`config.mk`:
```
export PLATFORM = sky130hd
export DESIGN_NAME = lsu_store_align
export DESIGN_NICKNAME = d
export VERILOG_FILES = /design/src/rtl/lsu_pkg.sv /design/src/rtl/lsu_store_align.sv
export SDC_FILE = /design/constraint.sdc
export NUM_CORES = 1
export LEC_CHECK = 0
export ABC_AREA = 1
export BUFFER_PORTS_ARGS = -buffer_cell sky130_fd_sc_hd__buf_2
export CAP_MARGIN = 20
export CORE_UTILIZATION = 34
export DETAILED_ROUTE_END_ITERATION = 12
export PLACE_DENSITY = 0.85
export SYNTH_ARGS = -nofsm -noshare
export SYNTH_HDL_FRONTEND = slang
export SYNTH_SLANG_ARGS = --single-unit
```
`constraint.sdc`:
```
create_clock -name vclk -period 0.8
set_input_delay 0.04 -clock vclk [all_inputs]
set_output_delay 0.04 -clock vclk [all_outputs]
set_load 0.01 [all_outputs]
```
`src/rtl/lsu_pkg.sv`:
```
/* lsu shared definitions */

`default_nettype none

package lsu_pkg;

  // ----------------------------------------
  // base types
  // ----------------------------------------
  typedef logic [31:0] word_t;
  typedef logic [31:0] addr_t;
  typedef logic [3:0]  strobe_t;
  typedef logic [2:0]  funct3_t;
  typedef logic [1:0]  cfg_addr_t;

  // riscv funct3 for loads and stores
  localparam funct3_t F3_SB  = 3'b000;
  localparam funct3_t F3_SH  = 3'b001;
  localparam funct3_t F3_SW  = 3'b010;
  localparam funct3_t F3_LB  = 3'b000;
  localparam funct3_t F3_LH  = 3'b001;
  localparam funct3_t F3_LW  = 3'b010;
  localparam funct3_t F3_LBU = 3'b100;
  localparam funct3_t F3_LHU = 3'b101;

  // register map, bit 0 of ctrl is check_en
  localparam cfg_addr_t REG_CTRL   = 2'd0;
  localparam cfg_addr_t REG_STORES = 2'd1;
  localparam cfg_addr_t REG_LOADS  = 2'd2;
  localparam cfg_addr_t REG_FAULTS = 2'd3;

  // ----------------------------------------
  // bundles
  // ----------------------------------------
  typedef struct packed {
    logic    valid;
    logic    write;
    funct3_t funct3;
    addr_t   addr;
    word_t   wdata;
  } lsu_req_t;

  typedef struct packed {
    logic      we;
    cfg_addr_t addr;
    word_t     wdata;
  } cfg_req_t;

  // what the load aligner needs one cycle later
  typedef struct packed {
    funct3_t    funct3;
    logic [1:0] offset;
  } load_info_t;

endpackage

`default_nettype wire

```
`src/rtl/lsu_store_align.sv`:
```
/* store lane alignment */

`timescale 1ns/1ps
`default_nettype none

module lsu_store_align
  import lsu_pkg::*;
(
  input  logic       store_go,
  input  funct3_t    funct3,
  input  logic [1:0] addr_lo,
  input  word_t      wdata,
  output word_t      wdata_aligned,
  output strobe_t    be
);

  word_t   byte_data;
  word_t   half_data;
  strobe_t byte_be;
  strobe_t half_be;
  strobe_t raw_be;

  // byte lane picked by both low address bits
  always_comb begin
    case (addr_lo)
      2'b00: byte_data = {24'h0, wdata[7:0]};
      2'b01: byte_data = {16'h0, wdata[7:0], 8'h0};
      2'b10: byte_data = {8'h0, wdata[7:0], 16'h0};
      default: byte_data = {wdata[7:0], 24'h0};
    endcase
    byte_be = strobe_t'(4'b0001 << addr_lo);
  end

  // half lane picked by addr bit 1 only
  always_comb begin
    if (addr_lo[1]) begin
      half_data = {wdata[15:0], 16'h0};
      half_be   = 4'b1100;
    end else begin
      half_data = {16'h0, wdata[15:0]};
      half_be   = 4'b0011;
    end
  end

  always_comb begin
    case (funct3)
      F3_SB: begin
        wdata_aligned = byte_data;
        raw_be        = byte_be;
      end
      F3_SH: begin
        wdata_aligned = half_data;
        raw_be        = half_be;
      end
      F3_SW: begin
        wdata_aligned = wdata;
        raw_be        = 4'b1111;
      end
      default: begin
        wdata_aligned = wdata;
        raw_be        = 4'b1111;
      end
    endcase
  end

  assign be = raw_be & {4{store_go}};

endmodule

`default_nettype wire

```
---- Word-level counts from Yosys, hierarchy flattened ----
Cells that the tools add are included.
cells by class
  equality and inequality tests ........... 3
  shift operators ......................... 1
  mux-type cells .......................... 5
  bitwise logic cells ..................... 1
  reduce and logical (&&, ||, !) cells .... 2
operator list
  cell                                                 count
  case mux 32 bit (3 select lines)                     1
  case mux 32 bit (2 select lines)                     1
  two-way mux 32 bit                                   1
  case mux 4 bit (2 select lines)                      1
  AND 4 bit                                            1
  two-way mux 4 bit                                    1
  << shifter 1 x 2 -> 4 bit, first input constant      1
  equality test 3 x 1 -> 1 bit, second input constant  1
  logical NOT 3 bit                                    1
  equality test 2 x 1 -> 1 bit, second input constant  1
  equality test 2 bit, second input constant           1
  logical NOT 2 bit                                    1
storage, ports and cells
  flip-flop bits (word level) ............. 0
  input port bits ......................... 38
  output and inout port bits .............. 36
  logic and storage cells ................. 12

---- Longest topological paths before layout ----
  depth after elaboration ................. 3
  gate-level depth with buffers ........... 5
  mapped depth without buffers ............ 5

---- Worst setup path before layout ----
No wires, ideal clock.
  path kind ............................... in2out
  from .................................... input port addr_lo[0]
  to ...................................... output port be[1]
  data arrival time ....................... 0.694 ns
  required time ........................... 0.760 ns
  slack ................................... 0.066 ns
  stages .................................. 4
  path buffers ............................ 0
  cells stage by stage .................... inv_1 -> nor2_1 -> nand3_4 -> a21oi_1
on the way
  cells in the longest elaborated chain, start to end .. 3
ends and longest elaborated chain
  what                             line                   text
  from (decl)                      lsu_store_align.sv:11  input logic [1:0] addr_lo,
  << shifter 1 x 2 -> 4 bit        lsu_store_align.sv:31  byte_be = strobe_t'(4'b0001 << addr_lo);
  case mux 4 bit (2 select lines)  lsu_store_align.sv:46  case (funct3)
  AND 4 bit                        lsu_store_align.sv:66  assign be = raw_be & {4{store_go}};
  to (decl)                        lsu_store_align.sv:14  output strobe_t be
No other way between the ends.

---- Worst setup path in the final report ----
  from .................................... input port funct3[0]
  to ...................................... output port wdata_aligned[31]
on the way
  cells in the longest elaborated chain, start to end .. 2
  elaborated cells on any way between the ends .. 3
  those cells by class .................... 1 x eq/ne; 1 x mux; 1 x reduce/logical
ends and longest elaborated chain
  what                                                               line                   text
  from (decl)                                                        lsu_store_align.sv:10  input funct3_t funct3,
  equality test 3 x 1 -> 1 bit or logical NOT 3 bit (tied branches)  lsu_store_align.sv:46
  case mux 32 bit (2 select lines) (*)                               lsu_store_align.sv:46
  to (decl)                                                          lsu_store_align.sv:13  output word_t wdata_aligned,
Every way passes the cells marked *; elsewhere a longest branch is shown, timed or not.

==> impl_metrics.toml <==
[floorplan]
initial_core_util_pct = 36.6
die_w_um = 48.2
dieArea_mm2 = 0.00232
coreArea_mm2 = 0.00198
io_pins = 74
rows = 16
die_h_um = 48.2

[power_and_ir_drop]
seq_power_share_pct = 0
power_uw = 903
combPwrFrac_pct = 100.0
total_leakage_power_nw = 0.880
ir_drop_mv = 0.336
power.density_mw_per_mm2 = 586
netSwitchingFraction_pct = 52.7
clock_power_share_pct = 0
internal_power_uw = 427
p_sw_uw = 476

[cells_and_area]
fin_nets = 259
area_growth_pct = 113
antenna_cells = 0
mostFrequentLayoutCells = "buf_2, nand2_2, nand2_1, buf_6, inv_1"
fillers = 147
drive_gt1_share_pct = 74.0
seqCellArea_um2 = 0
nClkBuffers = 0
seq_cell_count = 0
mostFrequentLayoutCell = "buf_2"
multi_input_area_um2 = 787

[critical_path]
path_common_cell = "buf_6"
startpoint = "funct3[0]"
start_kind = "input port"
critPathKind = "input port to output port"
crit_path_max_fanout = 8
path_buf_inv = 4
cp.arrival_ps = 830
cp.required_ps = 760
cpMaxStageDelayCell = "buf_6"
critPathCaptureType = "output port"
path_delay_family = "buffers and inverters"
critPathMaxStageDelay_ps = 180
path_cells = "buf_8, buf_6, nor3_4, buf_6, nand2_2, nand3_2, buf_6"

[synthesis]
synth_cells = 132
syn-cell-area_um2 = 724
ys_seq_area_share_pct = 0
synthTopCellsByArea = "nand2_1, inv_1, nand3_2, nand2_2, nor2_1"
synth_cell_types = 19
synth_top_area_share_pct = 20.7
yosysTopAreaCell = "nand2_1"
synth_area_per_cell_um2 = 5.49
synthesis.nets = 170
yosys_warnings = 0

[detailed_routing]
num_vias = 1219
first_iter_violations = 31
totalWireLength_um = 3080
drc = 0
drt_pass1_iterations = 4
postRouteAntennaNets = 0
viasPerCell = 4.96
wl_per_cell_um = 12.5

[global_routing]
gr-total-overflow = 0
antenna_found_initial = 0
grt_start_max_net_pins = 18
grt_pass1_wl_um = 3930
grt_usage_pct = 23.6
grt_pass1_vias = 929

[placed_design]
dp_hpwl_um = 2080
io_buffers = 74
gp_congestion = 0.807
preCtsSetupSlack_ps = -127

[timing]
layout_min_cycle_time_ps = 865
worst_pin_slew_ps = 234
setup-violations-final = 29
setup_tns_ps = -1010
fin_crit_sh_pct = 108
maxSlewHeadroom_pct = 84.3
hold_viol = 0
layout_setup_ws_ps = -65.3
drv_slew = 0
rsz0062_at_grt = "yes"
timing.fmax_mhz = 1160

[min_path]
min_from = "wdata[4]"
hp-class = "input port to output port"

[run_status]
status = "finished, violations left"
violations = "setup timing"

[clock_network]
hold_buffers = 0

[job]
max_cap_viol_count = 0
layer usage:
layer / vias to the layer above / GRT usage, % / part of all wire, %
li1: 599 / - / -
met1: 550 / 28.6 / 37
met2: 68 / 48.0 / 56
met3: 2 / 0.370 / 6.9
met4: 0 / 0.556 / 0.55
met5: - / 0 / 0
through the flow:
stage / hold WS [ps] / area [µm²] / util (%) / cells
4_1_cts: 352 / 1440 / 72.6 / 245
6_report: 350 / 1540 / 77.7 / 246
3_5_place_dp: 360 / 1190 / 60.1 / 243
2_1_floorplan: 178 / 724 / - / 132
5_1_grt: 368 / 1540 / 77.7 / 246
3_3_place_gp: 357 / 1190 / 60.1 / 243
logic make-up (layout without fill, tap and decap cells):
logic type,count (synthesis),after routing,share of synthesized area [%]
compound gates,21,21,16.6
buf+inv,27,111,17.1
simple gates,84,87,66.3
cells in the mapped netlist:
| library cell | number |
|---|---|
| nand3b_1 | 5 |
| nand2_1 | 40 |
| nor2_8 | 1 |
| o21ai_1 | 8 |
| o21ai_2 | 4 |
| nand2_8 | 1 |
| inv_1 | 23 |
| a21oi_1 | 3 |
| nand3_1 | 4 |
| nand2_2 | 10 |
| nor2_1 | 12 |
| buf_12 | 1 |
| inv_4 | 1 |
| nand3_2 | 8 |
| inv_2 | 1 |
| nor3_2 | 1 |
| o21ai_0 | 6 |
| nand3_4 | 2 |
| buf_4 | 1 |
worst paths after layout:
kind	slack, ps	cells past startpoint	endpoint
setup / recovery	-70	7	wdata_aligned[31]
hold / removal	350	4	wdata_aligned[4]
power groups by stage:
| stage | Clock, mW | Combinational [mW] | Sequential [mW] |
|---|---|---|---|
| finish | 0 | 0.903 | 0 |
| floorplan | 0 | 0.351 | 0 |
| detailed placement | 0 | 0.666 | 0 |
| global placement | 0 | 0.654 | 0 |
| global route | 0 | 0.975 | 0 |
| CTS | 0 | 0.826 | 0 |
area by class of cell:
cell class / count / share of cell area, %
timing repair buffer: 86 / 40.3
multi-input combinational: 108 / 51.1
tap: 27 / 2.19
inverter: 25 / 6.42
repair_timing:
item	CTS	global route
gates resized for setup	68	26
hold endpoints to repair	0	0
pin swaps	11	9
setup endpoints to repair	36	36
cloned	4	0
setup buffers	0	1
Note: power is estimated with default switching activity, not from simulation.
