## src/rtl/lsu_pkg.sv

```systemverilog
/* lsu shared definitions */

`default_nettype none

package lsu_pkg;

  // ----------------------------------------
  // base types
  // ----------------------------------------
  typedef logic [31:0] word_t;
  typedef logic [31:0] addr_t;
  typedef logic [3:0]  strobe_t;
  typedef logic [2:0]  funct3_t;
  typedef logic [1:0]  cfg_addr_t;

  // riscv funct3 for loads and stores
  localparam funct3_t F3_SB  = 3'b000;
  localparam funct3_t F3_SH  = 3'b001;
  localparam funct3_t F3_SW  = 3'b010;
  localparam funct3_t F3_LB  = 3'b000;
  localparam funct3_t F3_LH  = 3'b001;
  localparam funct3_t F3_LW  = 3'b010;
  localparam funct3_t F3_LBU = 3'b100;
  localparam funct3_t F3_LHU = 3'b101;

  // register map, bit 0 of ctrl is check_en
  localparam cfg_addr_t REG_CTRL   = 2'd0;
  localparam cfg_addr_t REG_STORES = 2'd1;
  localparam cfg_addr_t REG_LOADS  = 2'd2;
  localparam cfg_addr_t REG_FAULTS = 2'd3;

  // ----------------------------------------
  // bundles
  // ----------------------------------------
  typedef struct packed {
    logic    valid;
    logic    write;
    funct3_t funct3;
    addr_t   addr;
    word_t   wdata;
  } lsu_req_t;

  typedef struct packed {
    logic      we;
    cfg_addr_t addr;
    word_t     wdata;
  } cfg_req_t;

  // what the load aligner needs one cycle later
  typedef struct packed {
    funct3_t    funct3;
    logic [1:0] offset;
  } load_info_t;

endpackage

`default_nettype wire

```

## src/rtl/lsu_load_align.sv

```systemverilog
/* load extract and extend */

`timescale 1ns/1ps
`default_nettype none

module lsu_load_align
  import lsu_pkg::*;
(
  input  logic       clk,
  input  logic       arst_n,
  input  logic       load_go,
  input  funct3_t    funct3,
  input  logic [1:0] addr_lo,
  input  word_t      ram_rdata,
  output word_t      rdata,
  output logic       rdata_valid
);

  load_info_t  info_q;
  logic        pend_q;
  logic [7:0]  sel_byte;
  logic [15:0] sel_half;
  word_t       ext_data;

  // stage 1, alongside the ram read
  always_ff @(posedge clk) begin
    if (load_go) begin
      info_q.funct3 <= funct3;
      info_q.offset <= addr_lo;
    end
  end

  always_ff @(posedge clk or negedge arst_n) begin
    if (!arst_n) begin
      pend_q      <= 1'b0;
      rdata_valid <= 1'b0;
    end else begin
      pend_q      <= load_go;
      rdata_valid <= pend_q;
    end
  end

  always_comb begin
    case (info_q.offset)
      2'b00: sel_byte = ram_rdata[7:0];
      2'b01: sel_byte = ram_rdata[15:8];
      2'b10: sel_byte = ram_rdata[23:16];
      default: sel_byte = ram_rdata[31:24];
    endcase
    sel_half = info_q.offset[1] ? ram_rdata[31:16] : ram_rdata[15:0];
  end

  always_comb begin
    case (info_q.funct3)
      F3_LB:  ext_data = {{24{sel_byte[7]}}, sel_byte};
      F3_LBU: ext_data = {24'h0, sel_byte};
      F3_LH:  ext_data = {{16{sel_half[15]}}, sel_half};
      F3_LHU: ext_data = {16'h0, sel_half};
      F3_LW:  ext_data = ram_rdata;
      default: ext_data = ram_rdata;
    endcase
  end

  // stage 2, output register
  always_ff @(posedge clk) begin
    if (pend_q) begin
      rdata <= ext_data;
    end
  end

endmodule

`default_nettype wire

```

## config.mk

```make
export PLATFORM = sky130hd
export DESIGN_NAME = lsu_load_align
export DESIGN_NICKNAME = d
export VERILOG_FILES = /design/src/rtl/lsu_pkg.sv /design/src/rtl/lsu_load_align.sv
export SDC_FILE = /design/constraint.sdc
export NUM_CORES = 1
export LEC_CHECK = 0
export ABC_AREA = 1
export BUFFER_PORTS_ARGS = -buffer_cell sky130_fd_sc_hd__clkbuf_2
export CAP_MARGIN = 25
export CORE_MARGIN = 3
export CORE_UTILIZATION = 45
export CTS_CLUSTER_SIZE = 30
export DETAILED_ROUTE_END_ITERATION = 8
export PLACE_DENSITY = 0.84
export SYNTH_ARGS = -nofsm -noshare
export SYNTH_HDL_FRONTEND = slang
export SYNTH_SLANG_ARGS = --single-unit
```

## constraint.sdc

```tcl
create_clock -name clk -period 1.6 [get_ports clk]
set_clock_uncertainty 0.2 [all_clocks]
set_input_delay 0.08 -clock clk [delete_from_list [all_inputs] [get_ports clk]]
set_output_delay 0.08 -clock clk [all_outputs]
set_load 0.1 [all_outputs]
```

Word-level counts from Yosys, hierarchy flattened
Cells that the tools add are included.
- bits in registers: 39
- bits in latches: 0
- RAM bits: 0
- bits in read-only memories: 0
- bits of input ports: 40
- output and inout port bits: 33
- word-level logic and storage cells: 15
- memories: 0
- add/sub/neg operators: 0
- multipliers: 0
- div/mod/pow operators: 0
- order comparisons: 0
- eq/ne operators: 5
- shift operators: 0
- mux-type cells: 3
- bitwise gates (word level): 0
- reductions and logical operators: 2
- operators with widths (kind ; number):
    case mux 32 bit (4 select lines) ; 1
    case mux 8 bit (3 select lines) ; 1
    2-to-1 mux 16 bit ; 1
    == test 3 bit, second input constant ; 2
    == test 3 x 1 -> 1 bit, second input constant ; 1
    zero test 3 bit ; 1
    == test 2 x 1 -> 1 bit, second input constant ; 1
    == test 2 bit, second input constant ; 1
    zero test 2 bit ; 1

Longest topological paths before layout
- depth in word-level cells: 3
- mapped depth: 7
- mapped depth without buffers: 6

Worst setup path after synthesis
Ideal clock, no wire load.
- path kind: register -> register
- start point: reg info_q[1] in the netlist's numbering
- end point: reg rdata[12], data pin
- setup time: 0.263 ns
- arrival time: 1.108 ns
- data required time: 1.137 ns
- setup slack: 0.029 ns
- cell stages (with the launch flop): 8
- path buffers: 1
- clock period less this slack: 1.571 ns
- path through: edfxtp_1 inv_2 nand2_1 nand2_1 nand3_2 nand3_4 buf_6 nand3_1
- longest elaborated chain between the ends: 3
- elaborated cells between the ends (all ways): 6
- those cells by class: eq/ne: 2; mux: 3; reduce/logical: 1
- ends and longest elaborated chain (what ; line ; text):
    start, declared ; lsu_load_align.sv:19 ; load_info_t info_q;
    == test 2 bit (tied with other cells) ; lsu_load_align.sv:44 ; case (info_q.offset)
    case mux 8 bit (3 select lines) ; lsu_load_align.sv:44 ;
    case mux 32 bit (4 select lines) (*) ; lsu_load_align.sv:54 ; case (info_q.funct3)
    net ext_data[12] ; lsu_load_align.sv:23 ; word_t ext_data;
    end signal, assigned ; lsu_load_align.sv:67 ; rdata <= ext_data;
    end, declared ; lsu_load_align.sv:15 ; output word_t rdata,
The timed path passes the listed nets; every way through them passes the cells marked *.
A chain may end at the register's enable or synchronous reset.

Worst setup path after layout
- start point: reg info_q[1] in the netlist's numbering
- end point: reg rdata[10], data pin
The elaborated chain is that of the path after synthesis.

==> results.py <==
metrics = {
    "floorplanning": {
        "die_w_um": 73.6,
        "initial_utilization_pct": 49.0,
        "io_pins": 73,
        "core_um2": 4200,
        "die_h_um": 73.6,
        "die-area_um2": 5420,
        "floorplan.rows": 23,
    },
    "sta": {
        "worst_slack_ps": -87.9,
        "rsz0062_at_grt": "yes",
        "hold_viol": 0,
        "slew_headroom_pct": 63.0,
        "max_freq_mhz": 592,
        "drv_slew": 0,
        "fin_crit_ps": 1690,
        "finalSetupViolations": 29,
        "finalSetupTns_ps": -1470,
        "hold_slack_ps": 285,
        "worst_pin_slew_ps": 558,
        "fin_crit_sh_pct": 105,
    },
    "detailed_routing": {
        "ant_nets": 0,
        "drt_iter0_drc": 472,
        "drt_wl_total_um": 7140,
        "wl_per_cell_um": 17.2,
        "first_pass_iters": 7,
        "via_count": 2408,
        "post-route-drc-count": 1,
        "detail_route.vias_per_cell": 5.80,
    },
    "pwr": {
        "swShare_pct": 39.5,
        "power.switching_uw": 1180,
        "seq_power_share_pct": 41.8,
        "leakagePower_uw": 0.00154,
        "internal-power_uw": 1810,
        "peakVddDrop_mv": 0.600,
        "p_clk_share_pct": 22.7,
        "pwr-share-comb_pct": 35.6,
        "powerDensity_nw_per_um2": 938,
    },
    "synthesis": {
        "synth_fp_nets": 271,
        "synthDistinctLibCells": 19,
        "ys_seq_elements": 39,
        "synth_area_um2": 2060,
        "seq_area_frac_synth_pct": 56.4,
        "ys_warn_count": 0,
        "postSynthAreaPerCell_um2": 8.90,
        "synth_cells": 231,
    },
    "final_layout": {
        "nets": 404,
        "fillCellCount": 263,
        "syn_to_final_growth_pct": 55.0,
        "stdcell_area_um2": 3190,
        "seqCellArea_um2": 1160,
        "fin_util_pct": 75.9,
        "antenna_cells": 0,
        "drive_gt1_share_pct": 35.6,
        "multiInputGateArea_um2": 912,
    },
    "run_status": {
        "failed_checks": "DRC, setup timing",
        "status": "complete, but fails checks",
    },
    "global_route": {
        "grt_pass1_vias": 2252,
        "grtUsageTotal_pct": 27.0,
        "grt_overflow_total": 0,
        "grt_max_degree": 28,
        "antenna_found_initial": 0,
        "grt_pass1_wl_um": 11000,
    },
    "worst_setup_path": {
        "path_max_fanout": 6,
        "slowest_stage": "edfxtp_1",
        "required_ps": 1450,
        "r2r-start": "info_q[1]",
        "max_stage_delay_ps": 490,
        "worstSetupStartpoint": "info_q[1]",
        "arrival_ps": 1540,
        "cp_cell_sequence": "inv_2, nand2_2, nand2_2, nand3_4, nand3_4, nand3_2",
        "path_class": "flop to flop",
        "end_kind": "flop",
        "start_kind": "flop",
    },
    "clock_network": {
        "cts_tree": "yes",
        "cts.path.max_buffers": 2,
        "clock_sinks": 39,
        "htreeDepth": 2,
        "tritoncts.num_buffers": 5,
        "clk_root_buffer_cell": "clkbuf_8",
        "clkSlewWorstSetupHoldPaths_ps": 90,
        "clk_latency_ps": 300,
    },
    "min_path": {
        "hold_path.class": "input port to flop",
        "hp-start": "addr_lo[1]",
    },
    "place": {
        "place_area_um2": 2540,
        "dp_hpwl_um": 3830,
        "place_congestion": 0.892,
        "port_buffers": 72,
    },
    "job": {
        "maxCapViolCount": 0,
    },
}
==> routing by layer <==
metal	global-route usage, %	vias up	wire length [um]
li1	-	1059	-
met1	33.5	1065	2480
met2	44.9	247	3500
met3	6.70	37	893
met4	10.9	0	269
met5	0	-	0
==> power groups by stage <==
| stage | clock network (uW) | logic [uW] | registers, uW |
|---|---|---|---|
| 4_1_cts | 660 | 1010 | 1250 |
| 6_report | 678 | 1060 | 1250 |
| 3_5_place_dp | 0 | 880 | 1270 |
| 3_3_place_gp | 0 | 869 | 1270 |
| 5_1_grt | 712 | 1110 | 1260 |
| 2_1_floorplan | 0 | 245 | 1690 |
==> repair_timing <==
action,4_1_cts,5_1_grt
buffers inserted,5,0
hold buffers,40,0
pin swaps,2,4
gates cloned,3,1
setup endpoints to repair,24,32
gates resized for setup,12,19
hold endpoints to repair,45,0
==> per-stage QoR <==
step,power (uW),setup WS (ps),std cells
after floorplan,1940,29.0,231
after CTS,2910,11.8,416
final,2990,-87.9,415
after global placement,2130,-0.148,360
after global routing,3080,-129,415
after detailed placement,2150,-69.8,360
==> state kept, by name, summed over array words and instances (netlist names) <==
| register | cells |
|---|---|
| rdata | 32 |
| info_q | 5 |
| pend_q | 1 |
| rdata_valid | 1 |
==> layout make-up <==
cell class | instances | area share, %
Inverter | 8 | 0.942
Timing Repair Buffer | 134 | 29.5
Clock buffer | 5 | 2.16
Clock inverter | 3 | 0.471
Tap cell | 50 | 1.96
Multi-Input combinational cell | 176 | 28.6
Sequential cell | 39 | 36.4
==> placed cells by master, fill, tap and decap left out, types with 2 or more instances in the layout <==
master	count
dlygate4sd3_1	40
nor2_4	3
nand3_4	6
clkbuf_2	72
clkbuf_8	5
o21ai_1	7
inv_2	2
nand3_1	36
o211ai_1	3
clkinv_2	3
nand3_2	5
edfxtp_1	37
nand2_2	6
inv_1	6
nor2_2	4
dfrtp_1	2
buf_4	19
nand2_1	70
o21ai_0	10
nor2_1	24
==> critical path, delay by kind of cell (launching register included) <==
kind                   cells  cell delay, ps
buffers and inverters      1             150
AND/OR/NAND/NOR            5             580
flip-flops                 1             490
==> synth_stat cells <==
master,number,area [um^2]
clkbuf_1,4,15.0
o211ai_1,3,22.5
o21ai_0,17,85.1
inv_2,2,7.51
nand2_1,75,282
nand3_1,40,200
or2_1,1,6.26
inv_1,6,22.5
nor2_1,29,109
nand2_2,2,12.5
buf_6,5,56.3
nand3_2,3,30.0
nor2_4,1,11.3
edfxtp_1,37,1110
buf_4,1,7.51
buf_2,1,5.00
nand3_4,1,17.5
dfrtp_1,2,50.1
nor2_2,1,6.26
==> worst paths after layout <==
check,endpoint,slack [ps],cells after the start
max,rdata[10],-90,6
min reg2reg,rdata_valid,410,1
max reg2reg,rdata[10],-90,6
min in group asynchronous,rdata_valid,420,3
min,info_q[1],290,2
max in group asynchronous,pend_q,660,3
==> cells by family after synthesis <==
family	share of synthesized area [%]
AO/OA/AOI/OAI	5.23
flip-flops	56.4
buffers and inverters	5.53
AND/OR/NAND/NOR	32.8
Note: power is estimated with default switching activity, not from simulation.
