File: config.mk
export PLATFORM = sky130hd
export DESIGN_NAME = lsu_ctrl_regs
export DESIGN_NICKNAME = d
export VERILOG_FILES = /design/src/rtl/lsu_pkg.sv /design/src/rtl/lsu_ctrl_regs.sv
export SDC_FILE = /design/constraint.sdc
export NUM_CORES = 1
export LEC_CHECK = 0
export BUFFER_PORTS_ARGS = -buffer_cell sky130_fd_sc_hd__buf_2
export CORE_MARGIN = 2
export CORE_UTILIZATION = 30
export DETAILED_ROUTE_END_ITERATION = 8
export HOLD_SLACK_MARGIN = 0.12
export RECOVER_POWER = 100
export SYNTH_ARGS = -nofsm -noshare
export SYNTH_HDL_FRONTEND = slang
export SYNTH_SLANG_ARGS = --single-unit
File: constraint.sdc
create_clock -name clk -period 4.94 [get_ports clk]
set_input_delay 0.741 -clock clk [delete_from_list [all_inputs] [get_ports clk]]
set_output_delay 0.741 -clock clk [all_outputs]
set_load 0.01 [all_outputs]
File: src/rtl/lsu_pkg.sv
/* lsu shared definitions */

`default_nettype none

package lsu_pkg;

  // ----------------------------------------
  // base types
  // ----------------------------------------
  typedef logic [31:0] word_t;
  typedef logic [31:0] addr_t;
  typedef logic [3:0]  strobe_t;
  typedef logic [2:0]  funct3_t;
  typedef logic [1:0]  cfg_addr_t;

  // riscv funct3 for loads and stores
  localparam funct3_t F3_SB  = 3'b000;
  localparam funct3_t F3_SH  = 3'b001;
  localparam funct3_t F3_SW  = 3'b010;
  localparam funct3_t F3_LB  = 3'b000;
  localparam funct3_t F3_LH  = 3'b001;
  localparam funct3_t F3_LW  = 3'b010;
  localparam funct3_t F3_LBU = 3'b100;
  localparam funct3_t F3_LHU = 3'b101;

  // register map, bit 0 of ctrl is check_en
  localparam cfg_addr_t REG_CTRL   = 2'd0;
  localparam cfg_addr_t REG_STORES = 2'd1;
  localparam cfg_addr_t REG_LOADS  = 2'd2;
  localparam cfg_addr_t REG_FAULTS = 2'd3;

  // ----------------------------------------
  // bundles
  // ----------------------------------------
  typedef struct packed {
    logic    valid;
    logic    write;
    funct3_t funct3;
    addr_t   addr;
    word_t   wdata;
  } lsu_req_t;

  typedef struct packed {
    logic      we;
    cfg_addr_t addr;
    word_t     wdata;
  } cfg_req_t;

  // what the load aligner needs one cycle later
  typedef struct packed {
    funct3_t    funct3;
    logic [1:0] offset;
  } load_info_t;

endpackage

`default_nettype wire

File: src/rtl/lsu_ctrl_regs.sv
/* lsu control and status registers */

`timescale 1ns/1ps
`default_nettype none

module lsu_ctrl_regs
  import lsu_pkg::*;
(
  input  logic     clk,
  input  logic     arst_n,
  input  lsu_req_t req,
  input  cfg_req_t cfg,
  output logic     access_ok,
  output logic     fault,
  output word_t    cfg_rdata
);

  logic  check_en_q;
  word_t stores_q;
  word_t loads_q;
  word_t faults_q;
  logic  is_byte;
  logic  is_half;
  logic  aligned;
  logic  bad_access;

  // ----------------------------------------
  // alignment check
  // ----------------------------------------
  // codes other than byte or half count as word
  assign is_byte = req.write ? (req.funct3 == F3_SB)
                             : (req.funct3 == F3_LB) || (req.funct3 == F3_LBU);
  assign is_half = req.write ? (req.funct3 == F3_SH)
                             : (req.funct3 == F3_LH) || (req.funct3 == F3_LHU);

  assign aligned = is_byte ||
                   (is_half && !req.addr[0]) ||
                   (req.addr[1:0] == 2'b00);

  assign access_ok  = req.valid && (!check_en_q || aligned);
  assign bad_access = req.valid && check_en_q && !aligned;

  // ----------------------------------------
  // registers and counters
  // ----------------------------------------
  always_ff @(posedge clk or negedge arst_n) begin
    if (!arst_n) begin
      check_en_q <= 1'b1;
      fault      <= 1'b0;
      stores_q   <= '0;
      loads_q    <= '0;
      faults_q   <= '0;
    end else begin
      fault <= bad_access;
      if (access_ok && req.write) stores_q <= stores_q + 32'd1;
      if (access_ok && !req.write) loads_q <= loads_q + 32'd1;
      if (bad_access) faults_q <= faults_q + 32'd1;
      // a cfg clear overrides a same-cycle count
      if (cfg.we) begin
        case (cfg.addr)
          REG_CTRL:   check_en_q <= cfg.wdata[0];
          REG_STORES: stores_q   <= '0;
          REG_LOADS:  loads_q    <= '0;
          default:    faults_q   <= '0;
        endcase
      end
    end
  end

  always_comb begin
    case (cfg.addr)
      REG_CTRL:   cfg_rdata = {31'h0, check_en_q};
      REG_STORES: cfg_rdata = stores_q;
      REG_LOADS:  cfg_rdata = loads_q;
      default:    cfg_rdata = faults_q;
    endcase
  end

endmodule

`default_nettype wire

Word-level counts from Yosys, hierarchy flattened
Cells that the tools add are included.
{"block": "word_totals", "register_bits": 98, "latch_bits": 0, "mem_bits_rw": 0, "romBits": 0, "input_bits": 106, "out_inout_bits": 34, "wordCells": 45, "n_memories": 0}
{"block": "classes", "addsub": 3, "n_mul": 0, "div": 0, "n_lt_le_gt_ge": 0, "n_eq_ne": 5, "shifts": 0, "muxes": 12, "bitwise_logic": 0, "n_reduce_logical": 20}
{"op": "$mux W32", "count": 9}
{"op": "$add A32 B1 Y32 const B", "count": 3}
{"op": "$pmux W32 S3", "count": 1}
{"op": "$eq A3 B3 Y1 const B", "count": 2}
{"op": "$logic_and A1 B1 Y1", "count": 6}
{"op": "$logic_or A1 B1 Y1", "count": 5}
{"op": "$logic_not A1 Y1", "count": 4}
{"op": "$logic_not A2 Y1", "count": 2}
{"op": "$eq A3 B1 Y1 const B", "count": 1}
{"op": "$logic_not A3 Y1", "count": 1}
{"op": "$reduce_or A3 Y1", "count": 1}
{"op": "$eq A2 B1 Y1 const B", "count": 1}
{"op": "$eq A2 B2 Y1 const B", "count": 1}
{"op": "$mux W1", "count": 2}
{"op": "$reduce_and A2 Y1", "count": 1}

Logic depth before layout (Yosys ltp)
Gate-level depths: netlist of run 1.
{"block": "logic_depth", "depth_word": 12, "ltp_mapped": 7, "mapped_depth_nobuf": 6}

Least setup slack after synthesis of run 1
Ideal clock, no wire load.
{"block": "synth_path", "path_kind": "input to output", "from": "input cfg[32] in the netlist's numbering", "to": "output cfg_rdata[9]", "arrival_time_ns": 2.021, "required_time_ns": 4.199, "setup_slack_ns": 2.178, "stages": 4, "path_buffers": 2, "cell_sequence": "clkbuf_1 -> clkbuf_1 -> mux2_2 -> a22o_2"}
{"block": "synth_via", "elab_chain_cells": 2, "word_cells_on_any_way": 4, "classes_between": "eq/ne (2); mux (1); reduce/logical (1)"}
{"element": "from (decl)", "line": "lsu_ctrl_regs.sv:12", "text": "input cfg_req_t cfg,"}
{"element": "$eq A2 B2 Y1 (tied with other cells)", "line": "lsu_ctrl_regs.sv:71", "text": "case (cfg.addr)"}
{"element": "$pmux W32 S3 (*)", "line": "lsu_ctrl_regs.sv:71"}
{"element": "to (decl)", "line": "lsu_ctrl_regs.sv:15", "text": "output word_t cfg_rdata"}
Mark *: on every way between the ends. The rest lies on a longest branch, timed or not.

Final worst setup path of run 1
{"block": "layout_path", "from": "input cfg[33] in the netlist's numbering", "to": "output cfg_rdata[19]"}
Same word-level chain as after synthesis.

==> results of run 1 <==
-- state kept, by name (all words and copies together) (netlist names) --
signal	count
stores_q	32
loads_q	32
faults_q	32
fault	1
check_en_q	1
-- cells by family after synthesis --
logic type | after synthesis | share of synthesized area, %
simple gates | 269 | 25.4
compound gates | 101 | 11.3
flops | 98 | 42.8
xor+xnor | 61 | 9.32
buf+inv | 47 | 3.69
mux | 34 | 6.81
fa+ha+maj | 3 | 0.655
-- worst max-delay path by stage --
stage          slack [ns]  startpoint            end  cells past startpoint
2_1_floorplan        2.18     cfg[32]   cfg_rdata[9]                      4
3_3_place_gp         1.69     cfg[32]  cfg_rdata[22]                      6
3_5_place_dp         1.72     cfg[32]  cfg_rdata[22]                      6
4_1_cts              1.72     cfg[32]  cfg_rdata[22]                      6
5_1_grt              0.98     cfg[33]  cfg_rdata[19]                      5
6_report             1.20     cfg[33]  cfg_rdata[19]                      5
-- worst max-delay path: cells and delay by family --
kind | cells | cell delay, ns
AO/OA/AOI/OAI | 1 | 0.29
AND/OR/NAND/NOR | 1 | 0.33
buffers and inverters | 3 | 1.63
-- layout by cell type (no fill, tap or decap), drive strengths merged, types with 2 or more instances in the layout --
| cell type | synthesis | routed |
|---|---|---|
| nor2 | 72 | 72 |
| o31ai | 4 | 4 |
| inv | 8 | 8 |
| and3 | 12 | 12 |
| nor3b | 5 | 5 |
| o21ai | 31 | 31 |
| nand4b | 2 | 2 |
| a21oi | 30 | 30 |
| clkbuf | 26 | 49 |
| nor3 | 8 | 8 |
| and4 | 7 | 7 |
| nand2 | 34 | 34 |
| ha | 3 | 3 |
| nand4 | 35 | 35 |
| a22o | 31 | 31 |
| mux2i | 3 | 3 |
| buf | 13 | 17 |
| dfrtp | 97 | 97 |
| or3 | 30 | 30 |
| xor2 | 37 | 37 |
| nor4 | 11 | 11 |
| and2 | 4 | 4 |
| nand3 | 32 | 32 |
| clkinv | 0 | 2 |
| mux2 | 30 | 30 |
| clkinvlp | 0 | 2 |
| nor4b | 4 | 4 |
| xnor2 | 24 | 24 |
| or4 | 7 | 7 |
-- where the power goes --
part	leakage (nW)	switching, mW	internal, mW
Combinational	1.09	0.120	0.0742
Sequential	1.36	0.0574	0.839
Clock	0.136	0.308	0.392
-- through the flow --
stage | utilization [%] | total power, mW | instance area, um2 | std cells | hold WS [ns]
after floorplan | - | 1.03 | 5730 | 613 | 0.445
after global placement | 32.9 | 1.11 | 6160 | 863 | 0.532
after detailed placement | 32.9 | 1.11 | 6160 | 863 | 0.542
after CTS | 34.5 | 1.81 | 6450 | 879 | 0.555
after global routing | 34.1 | 1.87 | 6390 | 879 | 0.561
final | 34.1 | 1.79 | 6390 | 879 | 0.530
-- final cells by class --
class                           instances  area share, %
Multi-Input combinational cell        468           48.2
Sequential cell                        98           38.4
Tap cell                              234           4.58
Timing Repair Buffer                   55           3.80
Clock buffer                           11           3.64
Clock inverter                          5          0.862
Inverter                                8          0.470
-- per-layer routing --
| metal | wire length, um | GRT usage, % |
|---|---|---|
| met5 | 0 | 0 |
| met4 | 208 | 3.79 |
| met2 | 6810 | 23.5 |
| met3 | 648 | 2.42 |
| met1 | 6740 | 20.4 |
==> flow_summary.json, run 1 <==
{
  "max_slew_margin_pct": -15.2,
  "cts-hold-fix-buffers": 0,
  "timing.final.setup_violations": 0,
  "crit_path_max_fanout": 36,
  "slowest_stage": "clkbuf_1",
  "synth-edff-count": 0,
  "hp-class": "in -> async",
  "worst_setup_path_end_kind": "output port",
  "yosys-top-cells-area": "dfrtp_1 (42%), mux2_2 (5.9%), xor2_1 (5.7%), nor2_1 (4.7%), a22o_1 (4.6%)",
  "postSynthRegisterBits": 98,
  "design.final.nets": 749,
  "static-leakage-power_nw": 2.58,
  "synthTopCellsByCount": "dfrtp_1 (97), nor2_1 (72), xor2_1 (37)",
  "dpl.hpwl_mm": 10.0,
  "final-seq-area_um2": 2450,
  "number_of_pins_with_negative_max_slew_slack_in_the_final_report": 103,
  "layout-drive-gt1-share_pct": 11.6,
  "yosys.area.top_type_share_pct": 42.3,
  "finalHoldViolCount": 0,
  "design.die.area_um2": 20200,
  "path_cells": "clkbuf_1 -> nor2b_2 -> buf_4 -> a22o_1 -> clkbuf_1",
  "drt_pre_antenna_iters": 5,
  "p_per_area_nw_per_um2": 280,
  "synth_top_flop_cell": "dfrtp_1",
  "synth.yosys.warnings": 0,
  "pin_count": 140,
  "wire_length_of_the_first_global_routing_pass_mm": 23.5,
  "width_of_the_die_um": 142,
  "drc": 0,
  "cts_repair_resize_count": 0,
  "grt_start_max_net_pins": 68,
  "cts-htree-levels": 3,
  "critical_path.reg2reg.startpoint": "check_en_q",
  "antenna_violating_nets_post_route": 0,
  "first_global_vias": 4509,
  "antenna_violations_before_repair": 0,
  "worst-r2r-cell-count": 5,
  "cts-root-to-sink-buffers": 2,
  "synth_seq_area_share_pct": 42.8,
  "post_synth_instance_area_um2": 5730,
  "worstSkewPairLatency_ns": 0.35,
  "synth.most_common_cell": "dfrtp_1",
  "postCtsSetupBuffers": 0,
  "area_growth_syn_to_layout_pct": 11.4,
  "grt_setup_unrepaired": "no",
  "kind_of_start_point_of_the_critical_path": "input pin",
  "post_route_setup_tns_ns": 0,
  "setup_ws_ns": 1.20,
  "wl_per_cell_um": 16.4,
  "routed-via-count": 4737,
  "worst_max_slew_pin_slew_ns": 1.73,
  "initial_core_util_pct": 30.6,
  "synth_cells": 613,
  "postSynthNetCount": 722,
  "post_synthesis_async_set_or_reset_flop_share_pct": 100,
  "rr_endpoint": "loads_q[31]",
  "ir_drop_uv": 221,
  "outcome": "finished with violations",
  "tritoncts_num_sinks": 98,
  "cpMostUsedCell": "clkbuf_1",
  "synth.avg_cell_area_um2": 9.35,
  "core-area_um2": 18700,
  "cts_inserted_buffers": 9,
  "num_rows": 50,
  "grt-ovfl-total": 0,
  "synth_area_leader_cell": "dfrtp_1",
  "grt_usage_pct": 14.6,
  "layout_worst_path_cycle_share_pct": 75.8,
  "final.setup_skew_ns": 0.0102,
  "diodes": 0,
  "cp_data_required_time_ns": 4.20,
  "post-place-ws_ns": 1.72,
  "cts_tree": "built",
  "die_y_um": 142,
  "failed_checks": "max-capacitance violations, max-slew violations",
  "synthDistinctLibCells": 52,
  "viasPerCell": 5.39,
  "drtIter0Drc": 292,
  "nFillCells": 1945,
  "max_clock_freq_mhz": 267,
  "crit_path_max_incr_delay_ns": 1.15,
  "multiInputGateArea_um2": 3080,
  "timing.reg2reg.setup_slack_ns": 2.33,
  "cts.root.buffer_cell": "clkbuf_16",
  "cap_violations": 3,
  "numPortBuffers": 46,
  "worstSetupPathType": "in -> out",
  "period_needed_ns": 3.74,
  "post_cts_clock_slew_at_the_launch_and_capture_registers_of_the_worst_setup_and_hold_paths_ns": 0.06,
  "place_congestion": 0.798,
  "critical_path_arrival_ns": 3.00,
  "drt_wl_total_mm": 14.4
}
Note: power is estimated with default switching activity, not from simulation.
==> run 2: changes to the inputs <==
- ABC_AREA: not set -> 1
- clock period: 4.94 -> 3.25 ns (I/O delays scaled with it)
==> run 2 against run 1 <==
The flow now finishes without violations. Synthesized area grew 14%. Combinational power increased by 45%. Synthesized cell count grew 55%. Clock power up 47%. Non-clock buffer count shrank 1. Worst setup slack got worse by 0.50 ns. Final area increased by 13%. Power up 47%. Sequential share of layout area is 4.4 points lower. Die area rose by 14%. Flip-flop and latch count did not move. Critical endpoint is now cfg_rdata[16]. Largest cell class unchanged.
==> flow_summary.json, run 2 <==
{
  "worst_setup_path_end_kind": "output port",
  "start_point_of_the_critical_path": "cfg[33]",
  "setup_ws_ns": 0.694,
  "cts_inserted_buffers": 9,
  "post_route_setup_tns_ns": 0,
  "max_clock_freq_mhz": 391,
  "postSynthNetCount": 1057,
  "static-leakage-power_nw": 3.01,
  "rr_endpoint": "stores_q[23]",
  "mostFrequentLayoutCells": "nand2_1 (264), nor2_1 (163), inv_1 (113), dfrtp_1 (97), nand3_1 (72)",
  "tritoncts_num_sinks": 98,
  "kind_of_start_point_of_the_critical_path": "input pin",
  "cts-root-to-sink-buffers": 2,
  "ir_drop_uv": 201,
  "grt_util_met2_pct": 26.2,
  "die_y_um": 152,
  "drt_wl_total_mm": 18.8,
  "pin_count": 140,
  "worstHoldStart": "cfg[0]",
  "grt_use_met1_pct": 25.0,
  "cts.root.buffer_cell": "clkbuf_16",
  "post_cts_clock_slew_at_the_launch_and_capture_registers_of_the_worst_setup_and_hold_paths_ns": 0.06,
  "area_growth_syn_to_layout_pct": 10.5,
  "routed-via-count": 6249,
  "cap_violations": 0,
  "synth-edff-count": 0,
  "synth_top_flop_cell": "dfrtp_1",
  "synth.avg_cell_area_um2": 6.89,
  "finalHoldViolCount": 0,
  "grt_usage_pct": 17.2,
  "cts_tree": "built",
  "timing.final.setup_violations": 0,
  "synth_cells": 948,
  "synth_seq_area_share_pct": 37.6,
  "grt_setup_unrepaired": "no",
  "critical_path_arrival_ns": 2.07,
  "drc": 0,
  "wl_per_cell_um": 14.8,
  "worstSetupPathType": "in -> out",
  "outcome": "finished clean",
  "gr-usage-met3_pct": 3.50,
  "layout-drive-gt1-share_pct": 8.14,
  "crit_path_max_fanout": 23,
  "worst-r2r-cell-count": 8,
  "post_synthesis_async_set_or_reset_flop_share_pct": 100,
  "num_rows": 53,
  "initial_core_util_pct": 30.8,
  "place_congestion": 0.889,
  "number_of_pins_with_negative_max_slew_slack_in_the_final_report": 0,
  "post-place-ws_ns": 1.02,
  "synth.most_common_cell": "nand2_1",
  "p_per_area_nw_per_um2": 364,
  "top_usage_layer": "met2",
  "wire_length_of_the_first_global_routing_pass_mm": 30.5,
  "drtIter0Drc": 402,
  "first_global_vias": 5755,
  "viasPerCell": 4.92,
  "period_needed_ns": 2.56,
  "postSynthRegisterBits": 98,
  "worst_max_slew_pin_slew_ns": 1.03,
  "dpl.hpwl_mm": 14.1,
  "design.final.nets": 1100,
  "antenna_violating_nets_post_route": 0,
  "diodes": 0,
  "critical_path.reg2reg.startpoint": "check_en_q",
  "synth.yosys.warnings": 0,
  "numPortBuffers": 46,
  "cts-htree-levels": 3,
  "final_common_cell": "nand2_1",
  "width_of_the_die_um": 152,
  "yosys.area.top_type_share_pct": 37.2,
  "cts_repair_resize_count": 0,
  "post_synth_instance_area_um2": 6530,
  "grt-ovfl-total": 0,
  "layout_worst_path_cycle_share_pct": 78.7,
  "final.setup_skew_ns": 0.00946,
  "max_slew_margin_pct": 31.0,
  "grt_start_max_net_pins": 62,
  "reg.largest.list": "faults_q: 32 flops, loads_q: 32 flops, stores_q: 32 flops",
  "yosys-top-cells-area": "dfrtp_1 (37%), nand2_1 (15%), nor2_1 (9.0%), inv_1 (6.3%), nand3_1 (5.4%)",
  "cp_data_required_time_ns": 2.76,
  "hp-class": "in -> reg",
  "synthTopCellsByCount": "nand2_1 (263), nor2_1 (156), inv_1 (110)",
  "timing.reg2reg.setup_slack_ns": 0.70,
  "design.die.area_um2": 23000,
  "endpoint": "cfg_rdata[16]",
  "drt_pre_antenna_iters": 6,
  "worstSkewPairLatency_ns": 0.36,
  "core-area_um2": 21200,
  "synth_area_leader_cell": "dfrtp_1",
  "antenna_violations_before_repair": 0,
  "synthDistinctLibCells": 40
}
-- run 2: timing repair --
item,4_1_cts,5_1_grt
buffers inserted,0,0
endpoints found under the hold margin,3,0
hold buffers,1,0
-- run 2: logic make-up after synthesis --
kind of cell	count (synthesis)	synth area share, %
compound gates	99	9.29
xor+xnor	28	3.76
flops	98	37.6
fa+ha+maj	3	0.575
buf+inv	140	8.85
simple gates	580	40.0
-- run 2: routing by layer --
layer | share of wire [%] | vias up | wire length, um
met5 | 0 | - | 0
met4 | 1.3 | 0 | 238
met3 | 6.5 | 15 | 1220
met2 | 43 | 178 | 8060
met1 | 49 | 2932 | 9300
li1 | - | 3124 | -
-- run 2: critical path, cell delays in order --
cell and delay, ns:
clkbuf_1 0.10, inv_1 0.09, nor2_1 0.05, buf_4 0.17, inv_1 0.60, o221ai_1 0.35, clkbuf_1 0.21
-- run 2: how the worst min path moves through the flow --
stage                   to  slack, ns  depth (start not counted)
2_1_floorplan        fault       0.19                          0
3_3_place_gp    check_en_q       0.50                          2
3_5_place_dp   faults_q[6]       0.50                          1
4_1_cts         check_en_q       0.37                          3
5_1_grt         check_en_q       0.38                          3
6_report        check_en_q       0.38                          3
-- run 2: where the power goes --
group / internal, mW / switching, mW / leakage [nW]
combinational: 0.0789 / 0.203 / 1.52
sequential: 1.26 / 0.0504 / 1.35
clock: 0.554 / 0.480 / 0.138
-- run 2: metrics by stage --
stage	power (mW)	instances	hold WS, ns	utilization (%)	cell area, um2
4_1_cts	2.67	1270	0.371	34.5	7320
3_5_place_dp	1.63	1254	0.501	33.2	7040
5_1_grt	2.75	1270	0.382	34.0	7220
6_report	2.63	1270	0.383	34.0	7220
3_3_place_gp	1.62	1254	0.499	33.2	7040
2_1_floorplan	1.52	948	0.192	-	6530
-- run 2: area by class of cell --
type                    instances  area [um2]
clock inverters                 3        15.0
repair buffers                 54         267
multi-input cells             710        3440
clock buffers                  12         256
fillers                      2307       14000
inverters                     118         444
well taps                     275         344
flip-flops and latches         98        2450
